## src/include/soc_mem_cfg.svh

```systemverilog
`ifndef soc_mem_cfg_svh
`define soc_mem_cfg_svh

////////////////////////////////////////
// memory subsystem defaults
////////////////////////////////////////

// bus word width in bits
`define soc_data_w 32

// byte address width of the sram, word address is 2 bits narrower
`define soc_sram_addr_w 12

// words loaded from the boot stream after reset
`define soc_boot_words 16

`endif
```

## src/design/soc_mem_pkg.sv

```systemverilog
package soc_mem_pkg;

   ////////////////////////////////////////
   // bus geometry
   ////////////////////////////////////////

   localparam int byte_w = 8; // one write strobe per lane

   ////////////////////////////////////////
   // boot controller
   ////////////////////////////////////////

   typedef enum logic [0:0] {
      boot_load = 1'b0, // filling memory from the byte stream
      boot_run  = 1'b1  // fetch port owns the instruction bus
   } boot_state_e;

endpackage

```

## src/design/boot_ctrl.sv

```systemverilog
`timescale 1ns/10ps

`include "soc_mem_cfg.svh"

module boot_ctrl #(
   parameter int data_w      = `soc_data_w,
   parameter int sram_addr_w = `soc_sram_addr_w,
   parameter int boot_words  = `soc_boot_words
) (
   input  logic                                  clk_i,
   input  logic                                  rst_i,

   // boot stream
   input  logic                                  boot_valid,
   input  logic [soc_mem_pkg::byte_w-1:0]        boot_byte,

   // fetch port
   input  logic                                  fetch_avalid,
   input  logic [sram_addr_w-3:0]                fetch_addr,
   output logic [data_w-1:0]                     fetch_rdata,
   output logic                                  fetch_rvalid,

   // instruction bus to sram
   output logic                                  i_avalid,
   output logic [sram_addr_w-3:0]                i_addr,
   output logic [data_w-1:0]                     i_wdata,
   output logic [data_w/soc_mem_pkg::byte_w-1:0] i_wstrb,
   input  logic [data_w-1:0]                     i_rdata,
   input  logic                                  i_rvalid,

   output logic                                  boot_done
);
   import soc_mem_pkg::*;

   localparam int lanes  = data_w / byte_w;
   localparam int lane_w = (lanes > 1) ? $clog2(lanes) : 1;
   localparam int addr_w = sram_addr_w - 2;
   localparam int cnt_w  = $clog2(boot_words + 1);

   boot_state_e       state;
   logic [lane_w-1:0] lane_cnt;
   logic [data_w-1:0] word_sr;
   logic [cnt_w-1:0]  word_cnt; // words written so far
   logic              wr_q;     // boot write strobe
   logic              fetch_q;  // last request was a fetch
   logic              take_byte;
   logic              last_lane;

   assign take_byte = boot_valid && (state == boot_load) &&
                      (word_cnt != cnt_w'(boot_words));
   assign last_lane = (lane_cnt == lane_w'(lanes - 1));

   ////////////////////////////////////////
   // word assembly
   ////////////////////////////////////////

   always_ff @(posedge clk_i) begin
      if (take_byte) begin
         word_sr <= {boot_byte, word_sr[data_w-1:byte_w]}; // first byte ends up lsb
      end
   end

   always_ff @(posedge clk_i or posedge rst_i) begin
      if (rst_i) begin
         state    <= boot_load;
         lane_cnt <= '0;
         word_cnt <= '0;
         wr_q     <= 1'b0;
         fetch_q  <= 1'b0;
      end else begin
         wr_q    <= take_byte && last_lane;
         fetch_q <= (state == boot_run) && fetch_avalid;
         if (take_byte) begin
            lane_cnt <= last_lane ? '0 : lane_cnt + 1'b1;
         end
         if (wr_q) begin
            word_cnt <= word_cnt + 1'b1;
         end
         // hand over once the last write has been answered
         if ((state == boot_load) && i_rvalid && (word_cnt == cnt_w'(boot_words))) begin
            state <= boot_run;
         end
      end
   end

   ////////////////////////////////////////
   // instruction bus
   ////////////////////////////////////////

   always_comb begin
      case (state)
         boot_load: begin
            i_avalid = wr_q; // fetches dropped while loading
            i_addr   = addr_w'(word_cnt);
            i_wstrb  = '1;
         end
         default: begin
            i_avalid = fetch_avalid;
            i_addr   = fetch_addr;
            i_wstrb  = '0;
         end
      endcase
   end

   assign i_wdata      = word_sr;
   assign fetch_rdata  = i_rdata;
   assign fetch_rvalid = i_rvalid & fetch_q; // boot write responses stay here
   assign boot_done    = (state == boot_run);

endmodule

```

## config.mk

```make
export PLATFORM = sky130hd
export DESIGN_NAME = boot_ctrl
export DESIGN_NICKNAME = d
export VERILOG_FILES = /design/src/design/soc_mem_pkg.sv /design/src/design/boot_ctrl.sv
export VERILOG_INCLUDE_DIRS = /design/src /design/src/include
export SDC_FILE = /design/constraint.sdc
export NUM_CORES = 1
export LEC_CHECK = 0
export BUFFER_PORTS_ARGS = -buffer_cell sky130_fd_sc_hd__buf_4
export CORE_MARGIN = 2
export CORE_UTILIZATION = 36
export CTS_CLUSTER_DIAMETER = 100
export DETAILED_ROUTE_END_ITERATION = 6
export PLACE_DENSITY = 0.85
export SLEW_MARGIN = 20
export SYNTH_ARGS = -nofsm -noshare
export SYNTH_HDL_FRONTEND = slang
export SYNTH_SLANG_ARGS = --single-unit
```

## constraint.sdc

```tcl
create_clock -name clk_i -period 2.45 [get_ports clk_i]
set_input_delay 0.735 -clock clk_i [delete_from_list [all_inputs] [get_ports clk_i]]
set_output_delay 0.735 -clock clk_i [all_outputs]
set_load 0.05 [all_outputs]
```

==> flow_summary.toml, run 1 <==
[timing]
hold_violations = 0
rsz0062_at_grt = "no"
setup_ws_ns = 0.149
max-slew-margin-rel = 0.678
fin_setup_tns_ns = 0
max_freq_mhz = 435
maxSlewViolCount = 0
tightest_slew_ns = 0.483
period_minus_slack_ns = 2.30
fin_worst_skew_ns = 0.00978
setup_violations = 0
finalCritPeriodShare = 0.939

[floorplanning]
die_h_um = 74.2
core_area_um2 = 4720
dieWidth_um = 74.2
ioPinCount = 136
rows = 25
start_util = 0.375
die-area_um2 = 5500

[worst_setup_path]
end_kind = "output pin"
path_cells = "inv_1, a21o_2, buf_4"
worst_r2r_startpoint = "word_cnt[0]$_DFFE_PP0P_"
rrSetupSlack_ns = 0.53
cpPeakStageDelay_ns = 0.65
critPathLaunchType = "flop"
crit_fanout = 16
r2r_cells = 5
cp.required_ns = 1.71
worstReg2RegEnd = "i_wdata[18]$_DFFE_PP_"
arrival_ns = 1.57
critPathKind = "flop to output pin"
slowest_stage = "dfrtp_1"

[logic_synthesis]
synth.distinct_cells = 18
synth_ff_type = "edfxtp_1"
yosys-top-cells-count = "buf_4, edfxtp_1, dfrtp_1"
syn_area_per_cell_um2 = 15.0
async_flop_share = 0.238
synth_edf_count = 32
synth_most_common_cell = "buf_4"
ys_top_cells_by_area = "edfxtp_1, buf_4, dfrtp_1"
seq_area_frac_synth = 0.683
syn-instance-count = 118
ys_ff_latch = 42
synth_top_area_cell = "edfxtp_1"
syn_area_um2 = 1770
synth_nets = 176
synth.top_cell.area_share = 0.542
yosysWarnings = 0

[pwr]
p_comb_frac = 0.067
leakagePower_nw = 0.959
ir_drop_v = 0.000382
power_mw = 1.38
power.share.sequential = 0.549
p_per_area_nw_per_um2 = 616
intPower_mw = 1.11
swShare = 0.201
net-switching-power_uw = 278
clkPwrFrac = 0.384

[detailed_routing]
wl_per_cell_um = 12.9
post-route-drc-count = 0
wl_mm = 2.95
vias = 969
vias_per_cell = 4.23
ant_nets = 0
first_pass_iters = 3
drt-initial-drc-count = 32

[job]
maxCapViolCount = 0

[clock_tree]
postCtsSetupBuffers = 0
clk_latency_ns = 0.29
path_clk_slew_ns = 0.08
cts_num_sinks = 42
cts_buffers = 5
postCtsHoldBufs = 0
ctsResizeCount = 0
root_buffer = "clkbuf_8"
clockBufferDepth = 2
cts_tree = "done"
htree_levels = 2

[grt]
grt_pass1_vias = 888
grt_pass1_wl_mm = 4.31
grt_use_total = 0.109
grt-ovfl-total = 0
grt_max_degree = 18
antenna_found_initial = 0

[placed_design]
dp_hpwl_mm = 2.23
io_buffers = 71
placed_area_um2 = 2140
gp_congestion = 0.722
place_worst_setup_slack_ns = 0.358

[finish]
final_area_um2 = 2250
diodes = 0
multi_input_area_um2 = 278
fillCellCount = 433
drive_gt1_frac = 0.549
area.sequential_um2 = 1210
final_util = 0.475
area.growth.synth_to_final_pct = 26.7
final_net_count = 219

[hold_path]
hold_class = "input port to async pin"

[run_status]
status = "finished clean"
[how the worst max path moves through the flow]
| stage | cells after the start | startpoint | to | slack, ns |
|---|---|---|---|---|
| after floorplan | 2 | boot_done$_DFFE_PP0P_ | i_addr[0] | -0.26 |
| after global placement | 4 | fetch_avalid | i_avalid | 0.36 |
| after detailed placement | 4 | fetch_avalid | i_avalid | 0.36 |
| after CTS | 3 | boot_done$_DFFE_PP0P_ | i_avalid | 0.13 |
| after global routing | 3 | boot_done$_DFFE_PP0P_ | i_avalid | 0.02 |
| final | 3 | boot_done$_DFFE_PP0P_ | i_avalid | 0.15 |
[sequential cells by signal (all words and copies together), names as in the netlist]
name / count
boot_done: 1
lane_cnt: 2
word_cnt: 5
fetch_q: 1
wr_q: 1
i_wdata: 32
[per-layer routing]
| layer | vias up | track usage | routed length (um) |
|---|---|---|---|
| met5 | - | 0 | 0 |
| met4 | 0 | 0.0889 | 108 |
| met3 | 19 | 0.0474 | 267 |
| met2 | 38 | 0.164 | 1520 |
| met1 | 462 | 0.118 | 1050 |
| li1 | 450 | - | - |
[cell families after synthesis]
kind of cell	share of synthesized area
adder cells (fa/ha/maj)	0.0212
AND/OR/NAND/NOR	0.0706
AO/OA/AOI/OAI	0.0127
buffers and inverters	0.161
XOR/XNOR	0.0198
flip-flops	0.683
multiplexers	0.0318
[metrics by stage]
| step | cells | hold slack [ns] |
|---|---|---|
| after floorplan | 118 | 0.464 |
| after global placement | 221 | 0.431 |
| after detailed placement | 221 | 0.435 |
| after CTS | 229 | 0.436 |
| after global routing | 229 | 0.455 |
| final | 229 | 0.424 |
[critical path, delay by kind of cell, from the launching register on]
family | cells | cell delay, ns
AOI/OAI and AO/OA | 1 | 0.25
buffers and inverters | 2 | 0.38
DFF | 1 | 0.65
[layout by cell type, fill, tap and decap left out]
cell type,instances
and2_1,7
mux2_2,5
o21ai_0,3
clkbuf_8,5
buf_4,73
clkbuf_1,1
a21o_2,1
bufinv_16,1
and4bb_4,1
and2_2,1
xor2_1,1
nand4_1,2
nor2_1,1
nand2_1,6
ha_1,3
edfxtp_1,32
dfrtp_1,10
nor3b_4,1
inv_1,4
clkinvlp_4,1
xnor2_1,3
[power groups by stage]
stage	logic [mW]	clock network, mW	registers (mW)
2_1_floorplan	0.191	0	0.776
3_3_place_gp	0.0917	0	0.776
3_5_place_dp	0.0932	0	0.776
4_1_cts	0.0933	0.539	0.760
5_1_grt	0.0969	0.568	0.760
6_report	0.0922	0.531	0.760
[cell type report]
type | count | area share
clock buffer | 6 | 0.0323
sequential | 42 | 0.539
clock inverter | 2 | 0.0167
tap | 67 | 0.0373
timing repair buffer | 73 | 0.244
multi-input combinational | 35 | 0.124
inverter | 4 | 0.00669
(Power assumes the default switching activity.)
==> run 2, diff against run 1 <==
CORE_UTILIZATION = 39   (was 36)
PLACE_DENSITY = 0.84   (was 0.85)
clock period = 2.4 ns   (was 2.45 ns; I/O delays follow)
==> flow_summary.toml, run 2 (synthesis gave the netlist of run 1 again) <==
[job]
maxCapViolCount = 0

[worst_setup_path]
critPathKind = "flop to output pin"
critPathLaunchType = "flop"
cp.required_ns = 1.68
arrival_ns = 1.40
crit_fanout = 16
end_kind = "output pin"

[timing]
fin_setup_tns_ns = 0
max_freq_mhz = 471
hold_ws_ns = 0.417
setup_violations = 0
fin_worst_skew_ns = 0.00397
finalCritPeriodShare = 0.884
max-slew-margin-rel = 0.641
rsz0062_at_grt = "no"
period_minus_slack_ns = 2.12
hold_violations = 0
maxSlewViolCount = 0
tightest_slew_ns = 0.539

[detailed_routing]
vias = 975
first_pass_iters = 4
wl_mm = 3.10
post-route-drc-count = 0
drt-initial-drc-count = 52
vias_per_cell = 4.56
wl_per_cell_um = 14.5
ant_nets = 0

[finish]
largest_reg_flops = 32
layout_common_cells = "buf_4, edfxtp_1, dfrtp_1"
area.growth.synth_to_final_pct = 25.7
final_util = 0.512
diodes = 0
stdcell_count = 214
final_common_cell = "buf_4"
final_net_count = 219
drive_gt1_frac = 0.556

[placed_design]
io_buffers = 71
gp_congestion = 0.713
dpl.cell_count = 206
dp_hpwl_mm = 2.42

[clock_tree]
cts_buffers = 5
clk_latency_ns = 0.28
ctsResizeCount = 0
cts_tree = "done"
clockBufferDepth = 2
postCtsSetupBuffers = 0
cts_num_sinks = 42
htree_levels = 2
postCtsHoldBufs = 0
root_buffer = "clkbuf_8"
path_clk_slew_ns = 0.07

[pwr]
ir_drop_v = 0.000382
power_mw = 1.40
leakagePower_nw = 0.959
p_per_area_nw_per_um2 = 630

[floorplanning]
dieWidth_um = 71.4
ioPinCount = 136
start_util = 0.407
rows = 24
die_h_um = 71.4
die-area_um2 = 5100
core_area_um2 = 4350

[grt]
grt_pass1_wl_mm = 4.49
grt-ovfl-total = 0
grt_max_degree = 17
grt_pass1_vias = 927
grt_use_total = 0.114
antenna_found_initial = 0

[hold_path]
hold_class = "input port to async pin"

[run_status]
status = "finished clean"
-- run 2: cell count changes in the layout (fill, tap and decap cells not counted) --
cell,before,now
dfrtp_1,10,9
dfrtp_2,0,1
-- run 2: layout make-up --
type	instances	area (um^2)
Clock buffer	6	72.6
Multi-Input combinational cell	35	278
Timing Repair Buffer	73	548
Fill cell	387	2130
Tap cell	52	65.1
Sequential cell	42	1210
Inverter	4	15.0
Clock inverter	2	37.5
-- run 2: metrics by stage --
stage	setup slack, ns	area [um^2]
finish	0.279	2230
CTS	0.271	2230
floorplan	-0.176	1780
detailed placement	0.339	2120
global route	0.215	2230
global placement	0.342	2120
-- run 2: metal layers --
metal,track usage,share of wire
met3,0.0534,0.10
met2,0.180,0.53
met1,0.124,0.33
met5,0,0
met4,0.0734,0.034
-- run 2: path summary, 6_finish.rpt --
kind	from	cells past startpoint	slack [ns]	end
worst max-delay path	boot_done$_DFFE_PP0P_	3	0.28	i_avalid
worst min-delay path	rst_i	2	0.42	word_cnt[1]$_DFFE_PP0P_
worst max register to register	word_cnt[0]$_DFFE_PP0P_	5	0.39	i_wdata[27]$_DFFE_PP_
worst min register to register	i_wdata[11]$_DFFE_PP_	0	0.45	i_wdata[3]$_DFFE_PP_
max in group asynchronous	rst_i	2	1.68	boot_done$_DFFE_PP0P_
min in group clk_i	i_wdata[11]$_DFFE_PP_	0	0.45	i_wdata[3]$_DFFE_PP_
-- run 2: critical path, stage by stage, from the launching register on --
cell and delay (ns):
dfrtp_2 0.53, inv_1 0.17, a21o_2 0.24, buf_4 0.18
-- run 2: report_power, final --
group / leakage (nW) / total (mW) / switching (mW) / internal (mW)
registers: 0.419 / 0.776 / 0.000141 / 0.776
logic: 0.488 / 0.0947 / 0.0526 / 0.0422
clock network: 0.0514 / 0.533 / 0.223 / 0.310
total: 0.959 / 1.40 / 0.276 / 1.13
